**src/include/noise_settings.svh**
```systemverilog
`ifndef NOISE_SETTINGS_SVH
`define NOISE_SETTINGS_SVH

// random shift register
`define NOISE_LFSR_WIDTH 15
`define NOISE_LFSR_SEED 15'd1

// period timer
`define NOISE_TIMER_WIDTH 12

// audio cycles in one sequencer step
`define NOISE_QUARTER_CYCLES 3728

// sample and envelope level width
`define NOISE_VOL_WIDTH 4

`endif
```
**src/hdl/noise_pkg.sv**
```systemverilog
`default_nettype none

`include "noise_settings.svh"

package noise_pkg;

	localparam logic [1:0] addr_control = 2'd0;
	localparam logic [1:0] addr_period = 2'd2;
	localparam logic [1:0] addr_length = 2'd3;

	typedef struct packed {
		logic en;
		logic [1:0] addr;
		logic [7:0] data;
	} noise_write_t;

	typedef struct packed {
		logic [1:0] rsvd;
		logic halt_loop;
		logic const_vol;
		logic [`NOISE_VOL_WIDTH-1:0] volume;
	} noise_ctrl_view_t;

	typedef struct packed {
		logic mode; // 1 selects the short sequence
		logic [2:0] rsvd;
		logic [3:0] index;
	} noise_period_view_t;

	typedef struct packed {
		logic [4:0] index;
		logic [2:0] rsvd;
	} noise_length_view_t;

	// one data byte, meaning depends on the address
	typedef union packed {
		noise_ctrl_view_t ctrl;
		noise_period_view_t period;
		noise_length_view_t length;
	} noise_reg_word_u;

	typedef struct packed {
		logic quarter;
		logic half;
	} frame_tick_t;

	localparam logic [`NOISE_TIMER_WIDTH-1:0] noise_period_table [16] = '{
		12'd2, 12'd4, 12'd8, 12'd16, 12'd32, 12'd48, 12'd64, 12'd80,
		12'd101, 12'd127, 12'd190, 12'd254, 12'd381, 12'd508, 12'd1017, 12'd2034
	};

	localparam logic [7:0] noise_length_table [32] = '{
		8'd10, 8'd254, 8'd20, 8'd2, 8'd40, 8'd4, 8'd80, 8'd6,
		8'd160, 8'd8, 8'd60, 8'd10, 8'd14, 8'd12, 8'd26, 8'd14,
		8'd12, 8'd16, 8'd24, 8'd18, 8'd48, 8'd20, 8'd96, 8'd22,
		8'd192, 8'd24, 8'd72, 8'd26, 8'd16, 8'd28, 8'd32, 8'd30
	};

endpackage

`default_nettype wire

```
**src/hdl/noise_channel.sv**
```systemverilog
`timescale 1ns/1ps
`default_nettype none

`include "noise_settings.svh"

module noise_channel (
	input wire aclk,
	input wire reset,
	input noise_pkg::noise_write_t wr,
	output logic [`NOISE_VOL_WIDTH-1:0] sample,
	output logic length_active
);

	import noise_pkg::*;

	frame_tick_t tick;
	logic halt_loop;
	logic const_vol;
	logic [`NOISE_VOL_WIDTH-1:0] volume;
	logic mode;
	logic [3:0] period_index;
	logic length_load;
	logic [4:0] length_index;
	logic env_restart;
	logic step;
	logic [`NOISE_VOL_WIDTH-1:0] env_volume;
	logic active;

	noise_regs i_noise_regs (
		.aclk(aclk),
		.reset(reset),
		.wr(wr),
		.halt_loop(halt_loop),
		.const_vol(const_vol),
		.volume(volume),
		.mode(mode),
		.period_index(period_index),
		.length_load(length_load),
		.length_index(length_index),
		.env_restart(env_restart)
	);

	frame_sequencer i_frame_sequencer (
		.aclk(aclk),
		.reset(reset),
		.tick(tick)
	);

	period_timer i_period_timer (
		.aclk(aclk),
		.reset(reset),
		.period_index(period_index),
		.step(step)
	);

	envelope_unit i_envelope_unit (
		.aclk(aclk),
		.reset(reset),
		.tick(tick),
		.env_restart(env_restart),
		.halt_loop(halt_loop),
		.const_vol(const_vol),
		.volume(volume),
		.volume_out(env_volume)
	);

	length_counter i_length_counter (
		.aclk(aclk),
		.reset(reset),
		.tick(tick),
		.halt_loop(halt_loop),
		.length_load(length_load),
		.length_index(length_index),
		.active(active)
	);

	noise_generator i_noise_generator (
		.aclk(aclk),
		.reset(reset),
		.step(step),
		.mode(mode),
		.volume(env_volume),
		.active(active),
		.sample(sample)
	);

	assign length_active = active;

endmodule

`default_nettype wire

```
**src/hdl/length_counter.sv**
```systemverilog
`timescale 1ns/1ps
`default_nettype none

`include "noise_settings.svh"

module length_counter (
	input wire aclk,
	input wire reset,
	input noise_pkg::frame_tick_t tick,
	input wire halt_loop,
	input wire length_load,
	input wire [4:0] length_index,
	output logic active
);

	import noise_pkg::*;

	logic [7:0] count;
	logic dec_en;

	// halt shares its bit with the envelope loop flag
	assign dec_en = tick.half && !halt_loop && (count != '0);

	always_ff @(posedge aclk) begin
		if (reset) begin
			count <= '0;
		end else if (length_load) begin
			count <= noise_length_table[length_index]; // load wins over a half tick
		end else if (dec_en) begin
			count <= count - 1'b1;
		end
	end

	assign active = (count != '0);

	// an empty counter stays empty until the next load
	assert property (@(posedge aclk) disable iff (reset)
		(count == '0) && !length_load |=> (count == '0));

endmodule

`default_nettype wire

```
**src/hdl/envelope_unit.sv**
```systemverilog
`timescale 1ns/1ps
`default_nettype none

`include "noise_settings.svh"

module envelope_unit (
	input wire aclk,
	input wire reset,
	input noise_pkg::frame_tick_t tick,
	input wire env_restart,
	input wire halt_loop,
	input wire const_vol,
	input wire [`NOISE_VOL_WIDTH-1:0] volume,
	output logic [`NOISE_VOL_WIDTH-1:0] volume_out
);

	logic start;
	logic [`NOISE_VOL_WIDTH-1:0] divider;
	logic [`NOISE_VOL_WIDTH-1:0] decay;

	always_ff @(posedge aclk) begin
		if (reset) begin
			start <= 1'b0;
		end else if (env_restart) begin
			start <= 1'b1;
		end else if (tick.quarter) begin
			start <= 1'b0;
		end
	end

	always_ff @(posedge aclk) begin
		if (reset) begin
			divider <= '0;
			decay <= '0;
		end else if (tick.quarter) begin
			if (start) begin
				divider <= volume;
				decay <= '1; // restart at full level
			end else if (divider == '0) begin
				divider <= volume;
				if (decay != '0)
					decay <= decay - 1'b1;
				else if (halt_loop)
					decay <= '1; // loop back to 15
			end else begin
				divider <= divider - 1'b1;
			end
		end
	end

	assign volume_out = const_vol ? volume : decay;

endmodule

`default_nettype wire

```
**src/hdl/noise_generator.sv**
```systemverilog
`timescale 1ns/1ps
`default_nettype none

`include "noise_settings.svh"

module noise_generator (
	input wire aclk,
	input wire reset,
	input wire step,
	input wire mode,
	input wire [`NOISE_VOL_WIDTH-1:0] volume,
	input wire active,
	output logic [`NOISE_VOL_WIDTH-1:0] sample
);

	logic [`NOISE_LFSR_WIDTH-1:0] lfsr;
	logic tap;
	logic feedback;

	assign tap = mode ? lfsr[6] : lfsr[1]; // short mode uses bit 6
	assign feedback = lfsr[0] ^ tap;

	always_ff @(posedge aclk) begin
		if (reset) begin
			lfsr <= `NOISE_LFSR_SEED;
		end else if (step) begin
			lfsr <= {feedback, lfsr[`NOISE_LFSR_WIDTH-1:1]};
		end
	end

	// silent when bit 0 is set or the length has run out
	assign sample = (!lfsr[0] && active) ? volume : '0;

	// an all-zero register would lock up for good
	assert property (@(posedge aclk) disable iff (reset)
		lfsr != '0);

endmodule

`default_nettype wire

```
**src/hdl/period_timer.sv**
```systemverilog
`timescale 1ns/1ps
`default_nettype none

`include "noise_settings.svh"

module period_timer (
	input wire aclk,
	input wire reset,
	input wire [3:0] period_index,
	output logic step
);

	import noise_pkg::*;

	logic [`NOISE_TIMER_WIDTH-1:0] count;

	assign step = (count == '0);

	always_ff @(posedge aclk) begin
		if (reset) begin
			count <= noise_period_table[0] - 1'b1; // index is 0 out of reset
		end else if (step) begin
			count <= noise_period_table[period_index] - 1'b1; // index sampled here only
		end else begin
			count <= count - 1'b1;
		end
	end

	// reload value bounds the count
	assert property (@(posedge aclk) disable iff (reset)
		count < noise_period_table[15]);

endmodule

`default_nettype wire

```
**src/hdl/noise_regs.sv**
```systemverilog
`timescale 1ns/1ps
`default_nettype none

`include "noise_settings.svh"

module noise_regs (
	input wire aclk,
	input wire reset,
	input noise_pkg::noise_write_t wr,
	output logic halt_loop,
	output logic const_vol,
	output logic [`NOISE_VOL_WIDTH-1:0] volume,
	output logic mode,
	output logic [3:0] period_index,
	output logic length_load,
	output logic [4:0] length_index,
	output logic env_restart
);

	import noise_pkg::*;

	noise_reg_word_u word;

	assign word = wr.data;

	always_ff @(posedge aclk) begin
		if (reset) begin
			halt_loop <= 1'b0;
			const_vol <= 1'b0;
			volume <= '0;
			mode <= 1'b0;
			period_index <= '0;
		end else if (wr.en) begin
			if (wr.addr == addr_control) begin
				halt_loop <= word.ctrl.halt_loop;
				const_vol <= word.ctrl.const_vol;
				volume <= word.ctrl.volume;
			end else if (wr.addr == addr_period) begin
				mode <= word.period.mode;
				period_index <= word.period.index;
			end // address 1 has no register
		end
	end

	// length write loads the counter at this edge
	assign length_load = wr.en && (wr.addr == addr_length);
	assign length_index = word.length.index;
	assign env_restart = length_load; // same write restarts the envelope

endmodule

`default_nettype wire

```
**src/hdl/frame_sequencer.sv**
```systemverilog
`timescale 1ns/1ps
`default_nettype none

`include "noise_settings.svh"

module frame_sequencer (
	input wire aclk,
	input wire reset,
	output noise_pkg::frame_tick_t tick
);

	localparam int cnt_width = $clog2(`NOISE_QUARTER_CYCLES);
	localparam logic [cnt_width-1:0] cnt_last = cnt_width'(`NOISE_QUARTER_CYCLES - 1);

	typedef enum logic [1:0] {
		step1,
		step2,
		step3,
		step4
	} seq_state_t;

	seq_state_t state;
	seq_state_t state_next;
	logic [cnt_width-1:0] cnt;
	logic step_end;

	assign step_end = (cnt == cnt_last); // last cycle of the step

	always_comb begin
		case (state)
			step1: state_next = step2;
			step2: state_next = step3;
			step3: state_next = step4;
			default: state_next = step1;
		endcase
	end

	always_ff @(posedge aclk) begin
		if (reset) begin
			cnt <= '0;
			state <= step1;
		end else if (step_end) begin
			cnt <= '0;
			state <= state_next;
		end else begin
			cnt <= cnt + 1'b1;
		end
	end

	always_comb begin
		tick.quarter = step_end;
		tick.half = 1'b0;
		if (state == step2 || state == step4)
			tick.half = step_end; // half frame after steps 2 and 4
	end

	// a half tick comes with a quarter tick and is followed by an odd step
	assert property (@(posedge aclk) disable iff (reset)
		tick.half |=> $past(tick.quarter) && (state == step1 || state == step3));

endmodule

`default_nettype wire

```
**config.mk**
```make
export PLATFORM = sky130hd
export DESIGN_NAME = noise_channel
export DESIGN_NICKNAME = d
export VERILOG_FILES = /design/src/hdl/noise_pkg.sv /design/src/hdl/noise_channel.sv /design/src/hdl/length_counter.sv /design/src/hdl/envelope_unit.sv /design/src/hdl/noise_generator.sv /design/src/hdl/period_timer.sv /design/src/hdl/noise_regs.sv /design/src/hdl/frame_sequencer.sv
export VERILOG_INCLUDE_DIRS = /design/src /design/src/include
export SDC_FILE = /design/constraint.sdc
export NUM_CORES = 1
export LEC_CHECK = 0
export BUFFER_PORTS_ARGS = -buffer_cell sky130_fd_sc_hd__buf_4
export CAP_MARGIN = 25
export CORE_MARGIN = 2
export CORE_UTILIZATION = 55
export CTS_CLUSTER_SIZE = 28
export DETAILED_ROUTE_END_ITERATION = 10
export HOLD_SLACK_MARGIN = 0.08
export PLACE_DENSITY = 0.8
export SLEW_MARGIN = 20
export SYNTH_ARGS = -nofsm -noshare
export SYNTH_HDL_FRONTEND = slang
export SYNTH_HIERARCHICAL = 1
export SYNTH_SLANG_ARGS = --single-unit
```
**constraint.sdc**
```tcl
create_clock -name aclk -period 4.1 [get_ports aclk]
set_clock_uncertainty 0.05 [all_clocks]
set_input_delay 0.82 -clock aclk [delete_from_list [all_inputs] [get_ports aclk]]
set_output_delay 0.82 -clock aclk [all_outputs]
set_load 0.03 [all_outputs]
```
# After elaboration in Yosys (flattened, before gate mapping)
# Memories as Yosys holds them, arrays and structs flattened.
# Index checks and enable logic that the tools add are counted.
[word_totals]
ff_bits = 69
latch_bits = 0
ram_bits = 0
rom_bits = 448
output_inout_bits = 5
n_memories = 2
[mem_list]
columns = ["memory", "words", "width", "rd", "rd_ports_with_merged_regs", "write_ports", "line_no", "text"]
rows = [
  ["(name not given)", 32, 8, 1, 0, 0, "length_counter.sv:28", "count <= noise_length_table[length_index];"],
  ["(name not given)", 16, 12, 1, 0, 0, "period_timer.sv:23", "count <= noise_period_table[period_index] - 1'b1;"],
]
[classes]
addsub = 6
n_mul = 0
div_mod_pow = 0
n_lt_le_gt_ge = 2
n_eq_ne = 6
shifts = 0
mux = 20
n_bitwise = 4
reduce_logical = 21
[ops]
columns = ["cell", "n"]
rows = [
  ["12-bit 2-to-1 mux", 3],
  ["4-bit 2-to-1 mux", 8],
  ["8-bit 2-to-1 mux", 4],
  ["12-bit by 1-bit subtractor with 12-bit output, second input constant", 2],
  ["12-bit by 1-bit adder with 12-bit output, second input constant", 1],
  ["12-bit == test, second input constant", 1],
  ["12-bit zero test", 1],
  ["2-bit == test, second input constant", 4],
  ["8-bit nonzero test", 1],
  ["4-bit by 1-bit subtractor with 4-bit output, second input constant", 2],
  ["8-bit by 1-bit subtractor with 8-bit output, second input constant", 1],
  ["6-bit greater-or-equal comparator, second input constant", 1],
  ["5-bit inverter with 6-bit output", 1],
  ["2-bit case mux with 3 select lines", 1],
  ["3-bit AND reduction", 2],
  ["2-bit nonzero test", 3],
  ["5-bit greater-or-equal comparator, second input constant", 1],
  ["4-bit inverter with 5-bit output", 1],
  ["1-bit logical AND", 4],
  ["2-bit zero test", 2],
  ["4-bit zero test", 1],
  ["1-bit 2-to-1 mux", 4],
  ["4-bit nonzero test", 1],
  ["3-bit nonzero test", 1],
  ["other kinds (7)", 8],
]

# Depth between registers and ports, before layout
[depth]
depth_word = 7
mapped_depth = 11
ltp_nobuf = 10

# By module
# Netlist, hierarchy kept.
[modules_own_cells]
columns = ["module", "instances", "cells_per_inst", "area_each_um2", "seq_area_each_um2"]
rows = [
  ["period_timer", 1, 104, 855.8, 240.2],
  ["length_counter", 1, 101, 828.3, 160.2],
  ["frame_sequencer", 1, 78, 725.7, 280.3],
  ["noise_generator", 1, 57, 601.8, 300.3],
  ["envelope_unit", 1, 68, 599.3, 180.2],
  ["noise_regs", 1, 51, 535.5, 220.2],
]

# Worst setup path after synthesis
# OpenSTA, ideal clock, no wires.
[synth_timing]
path_kind = "reg-to-reg"
start = "register i_period_timer.count[10]"
end = "register i_period_timer.count[8]"
setup_ps = 121
arrival_ps = 2503
path_slack_ps = 1426
path_stages_with_launch = 11
synth_period_minus_slack_ps = 2674
path_cell_list = "dfxtp_1 -> or4_4 -> or4_4 -> buf_6 -> clkinv_4 -> a31oi_1 -> ha_1 -> o211a_4 -> nand4_4 -> nor4_2 -> mux2_4"
[synth_between]
elab_chain_len = 2
[synth_rtl]
columns = ["element", "line_no", "text"]
rows = [
  ["start, declared", "period_timer.sv:15", "logic [`NOISE_TIMER_WIDTH-1:0] count;"],
  ["start signal, assigned", "period_timer.sv:21", "count <= noise_period_table[0] - 1'b1;"],
  ["start signal, assigned", "period_timer.sv:23", ""],
  ["start signal, assigned", "period_timer.sv:25", "count <= count - 1'b1;"],
  ["12-bit zero test", "period_timer.sv:17", "assign step = (count == '0);"],
  ["named net step", "noise_channel.sv:25", "logic step;"],
  ["12-bit 2-to-1 mux", "period_timer.sv:22", "end else if (step) begin"],
]
# The timed path passes the listed nets, and every way through them passes these cells.
# A chain may end at the register's enable or synchronous reset.

# Worst setup path in the final report
# Ends and elaborated chain as after synthesis.

==> run summary <==
STA
--------------------------------------------------------------------------------------
Final worst hold slack                                                        0.424 ns
Final period utilization                                                         0.721
Hold Vio Cnt, Final                                                                  0
RSZ-0062 raised after global routing                                             false
Fmax achieved                                                                0.338 GHz
Fin crit period                                                                2.96 ns
Slack of the critical path                                                     1.14 ns
Fin Setup TNS                                                                     0 ns
Worst relative slew slack                                                        0.587
Slew of the pin with the lowest slew margin                                   0.620 ns
Setup violation total in the final timing report                                     0
Max Slew Vio Count                                                                   0

WORST SETUP PATH
--------------------------------------------------------------------------------------
Delay of the slowest cell on the worst path                                    0.59 ns
WP data arrival                                                                3.14 ns
Type of element capturing the critical path                                   register
CP Class                                                                       reg2reg
Ordered list of cells on the worst path                                   or4_4 -> or4_4 -> clkinv_4 -> a31oi_1 -> ha_1 -> o211a_4 -> nand4_4 -> nor4_2 -> mux2_4
Cell seen most often among critical-path stages                           sky130_fd_sc_hd__or4_4
Data required time at the worst endpoint                                       4.28 ns
Startpoint class of the critical path                                         register
Worst Path Max Fanout                                                               27
CP max stage cell                                                         sky130_fd_sc_hd__or4_4

CLOCKING
--------------------------------------------------------------------------------------
Clock buffer depth                                                                   2
Root cell of the clock tree                                               sky130_fd_sc_hd__clkbuf_8
TritonCTS clock tree                                                              done
Hold-fix buffers, CTS                                                                0
Worst skew pair latency                                                        0.34 ns
Number of post-CTS setup repair buffers                                              0
Post-cts repair resize count                                                         0
Inserted Clock Buffers                                                               9
Clock sink total                                                                    69
Total number of H-tree levels                                                        3
Clock slew at the register clock pins of the worst setup and hold paths        0.07 ns

FLOORPLAN
--------------------------------------------------------------------------------------
Area of the die                                                            0.00825 mm2
Die span in x                                                                  90.8 um
Placeable Area                                                             0.00729 mm2
Number of placement rows                                                            31
Height of the die                                                              90.8 um
IO Pins                                                                             18
Effective utilization at floorplan                                               0.569

DRT
--------------------------------------------------------------------------------------
Vias per cell                                                                     5.92
Routed length per instance                                                     14.4 um
Total wire length after detailed routing                                       8150 um
DRC viols                                                                            0
First-pass iteration count of the detailed router                                    4
Antenna Violating Nets Remaining                                                     0
Number of vias after detailed routing                                             3353
Iteration-0 DRC count of the detailed router                                       211

GRT
--------------------------------------------------------------------------------------
Remaining global-route overflow                                                      0
Vias in the first global route                                                    3267
Pin count of the biggest net entering global routing                                69
Antenna violations before repair                                                     0
All-Layer GR Usage                                                               0.211
Global-route wire length before repair                                        14400 um

PWR
--------------------------------------------------------------------------------------
Power per cell area                                                         421 mW/mm2
Leakage power figure                                                           1.57 nW
Switching component of the power                                            0.000645 W
Power Internal                                                               0.00121 W
Sw Ratio                                                                         0.348
Relative contribution of the clock network to total power                        0.248
Power share of the sequential group                                              0.438
Comb pwr share                                                                   0.314
Worst IR Drop VDD                                                           0.000211 V
Design Power                                                                 0.00185 W

YOSYS
--------------------------------------------------------------------------------------
Sequential fraction of the synthesis area                                        0.333
Fraction of synthesis flops using an asynchronous set or reset pin                   0
Most used standard cell by instance count after synthesis                 sky130_fd_sc_hd__dfxtp_1
Library cell occupying the most area in the post-synthesis netlist        sky130_fd_sc_hd__dfxtp_1
Top FF cell, synth                                                        sky130_fd_sc_hd__dfxtp_1
Biggest area contributors in the synthesized netlist                      sky130_fd_sc_hd__dfxtp_1 (33%), sky130_fd_sc_hd__mux2i_1 (7.2%), sky130_fd_sc_hd__ha_1 (4.8%)
Yosys top cell area share                                                        0.333
Yosys warning count                                                                  6
Flip-flop and latch count after synthesis                                           69
Post-synth top cells                                                      sky130_fd_sc_hd__dfxtp_1 (69), sky130_fd_sc_hd__nor2_1 (41), sky130_fd_sc_hd__mux2i_1 (30), sky130_fd_sc_hd__inv_1 (26)
Average footprint of a synthesized cell                                       9.03 um2
Cell Area, Synth                                                           0.00415 mm2
Syn Inst Count                                                                     459
Number of synthesized flops with an enable pin                                       0
Count of cell types in the netlist                                                  83
Syn_nets                                                                           488

PLACED DESIGN
--------------------------------------------------------------------------------------
Port bufs                                                                           17
Estimated wirelength of the detail-placed design                               5830 um
Setup Slack @ Placement                                                        1.18 ns
Final Wtd Congestion                                                             0.885

LAYOUT
--------------------------------------------------------------------------------------
Number of nets in the layout                                                       491
Proportion of layout cells with a drive suffix above 1                           0.161
Area delta synth->final                                                          6.16%
Antenna Diode Count                                                                  0

FLOW RUN
--------------------------------------------------------------------------------------
MaxCap Viol Count                                                                    0

MIN PATH
--------------------------------------------------------------------------------------
Type of the most critical hold path                                            reg2reg

OUTCOME
--------------------------------------------------------------------------------------
Outcome                                                                      completed

[critical path, delay by kind of cell (launching register included)]
family          cells  cell delay [ns]
flops               1             0.35
compound gates      2             0.32
buf+inv             1             0.23
fa+ha+maj           1             0.27
mux                 1             0.29
simple gates        4             1.34
[stage by stage]
stage	instances	utilization	instance area [um2]
floorplan	459	-	4150
global placement	550	0.582	4240
detailed placement	550	0.582	4240
CTS	566	0.604	4400
global route	566	0.604	4400
finish	566	0.604	4400
[flip-flops by register name, indices dropped and copies added, names as in the netlist]
name                       cells
i_noise_regs/halt_loop         1
i_noise_regs/mode              1
i_period_timer/count          12
i_noise_regs/const_vol         1
i_length_counter/count         8
i_noise_generator/lfsr        15
i_noise_regs/period_index      4
i_envelope_unit/start          1
i_noise_regs/volume            4
i_envelope_unit/divider        4
i_frame_sequencer/state        2
i_envelope_unit/decay          4
i_frame_sequencer/cnt         12
[power groups by stage]
| stage | Combinational [W] | Sequential, W | Clock (W) |
|---|---|---|---|
| finish | 0.000581 | 0.000812 | 0.000460 |
| global route | 0.000636 | 0.000820 | 0.000512 |
| CTS | 0.000574 | 0.000809 | 0.000478 |
| detailed placement | 0.000570 | 0.000824 | 0 |
| global placement | 0.000549 | 0.000818 | 0 |
| floorplan | 0.000510 | 0.000800 | 0 |
[kinds of logic after synthesis]
kind of cell / count (synthesis) / synth area share
AND/OR/NAND/NOR: 176 / 0.272
AO/OA/AOI/OAI: 100 / 0.175
flip-flops: 69 / 0.333
buffers and inverters: 53 / 0.0649
multiplexers: 33 / 0.0815
adder cells (fa/ha/maj): 16 / 0.0483
XOR/XNOR: 12 / 0.0253
[cell type report]
cell class                 instances  area, um2
inverter                          27        106
fill                             646       2890
sequential                        69       1380
multi-input combinational        337       2500
clock buffer                      11        131
timing repair buffer              18        135
clock inverter                     5       27.5
tap                               99        124
[per-layer routing]
layer,global-route usage,routed length (um),up-vias
li1,-,-,1676
met1,0.268,3840,1594
met2,0.344,3860,61
met3,0.0359,234,22
met4,0.111,215,0
met5,0,0,-
[final timing paths]
path / cells past startpoint / slack (ns) / endpoint / from
worst min register to register: 1 / 0.42 / i_frame_sequencer/cnt[0] / i_frame_sequencer/cnt[0]
worst max-delay path: 9 / 1.14 / i_period_timer/count[8] / i_period_timer/count[10]
worst min-delay path: 1 / 0.42 / i_frame_sequencer/cnt[0] / i_frame_sequencer/cnt[0]
worst max register to register: 9 / 1.14 / i_period_timer/count[8] / i_period_timer/count[10]
[cells in the final DEF (no fill, tap or decap), types with 3 or more instances in the layout]
cell type and count:
sky130_fd_sc_hd__xnor2_1 9, sky130_fd_sc_hd__nand3b_1 3, sky130_fd_sc_hd__nand2_1 18, sky130_fd_sc_hd__or3_2 3, sky130_fd_sc_hd__or4_4 3, sky130_fd_sc_hd__o31ai_1 5
sky130_fd_sc_hd__xor2_1 3, sky130_fd_sc_hd__o21a_1 4, sky130_fd_sc_hd__nor2b_1 5, sky130_fd_sc_hd__nand2b_1 21, sky130_fd_sc_hd__clkbuf_8 9, sky130_fd_sc_hd__dfxtp_1 69
sky130_fd_sc_hd__nor3_1 9, sky130_fd_sc_hd__nor3b_1 5, sky130_fd_sc_hd__clkinv_2 4, sky130_fd_sc_hd__and2_1 5, sky130_fd_sc_hd__nor2_1 41, sky130_fd_sc_hd__or4_1 5
sky130_fd_sc_hd__o211ai_1 3, sky130_fd_sc_hd__nor4_1 7, sky130_fd_sc_hd__ha_1 16, sky130_fd_sc_hd__a311oi_1 3, sky130_fd_sc_hd__or3_1 5, sky130_fd_sc_hd__o21ai_0 17
sky130_fd_sc_hd__buf_4 18, sky130_fd_sc_hd__a211oi_1 7, sky130_fd_sc_hd__a21oi_1 21, sky130_fd_sc_hd__or2_2 4, sky130_fd_sc_hd__mux2i_1 30, sky130_fd_sc_hd__inv_1 26
sky130_fd_sc_hd__nand4_1 5, sky130_fd_sc_hd__nand3_1 10, sky130_fd_sc_hd__a31oi_1 10
Power figures use the tool's default switching activity.
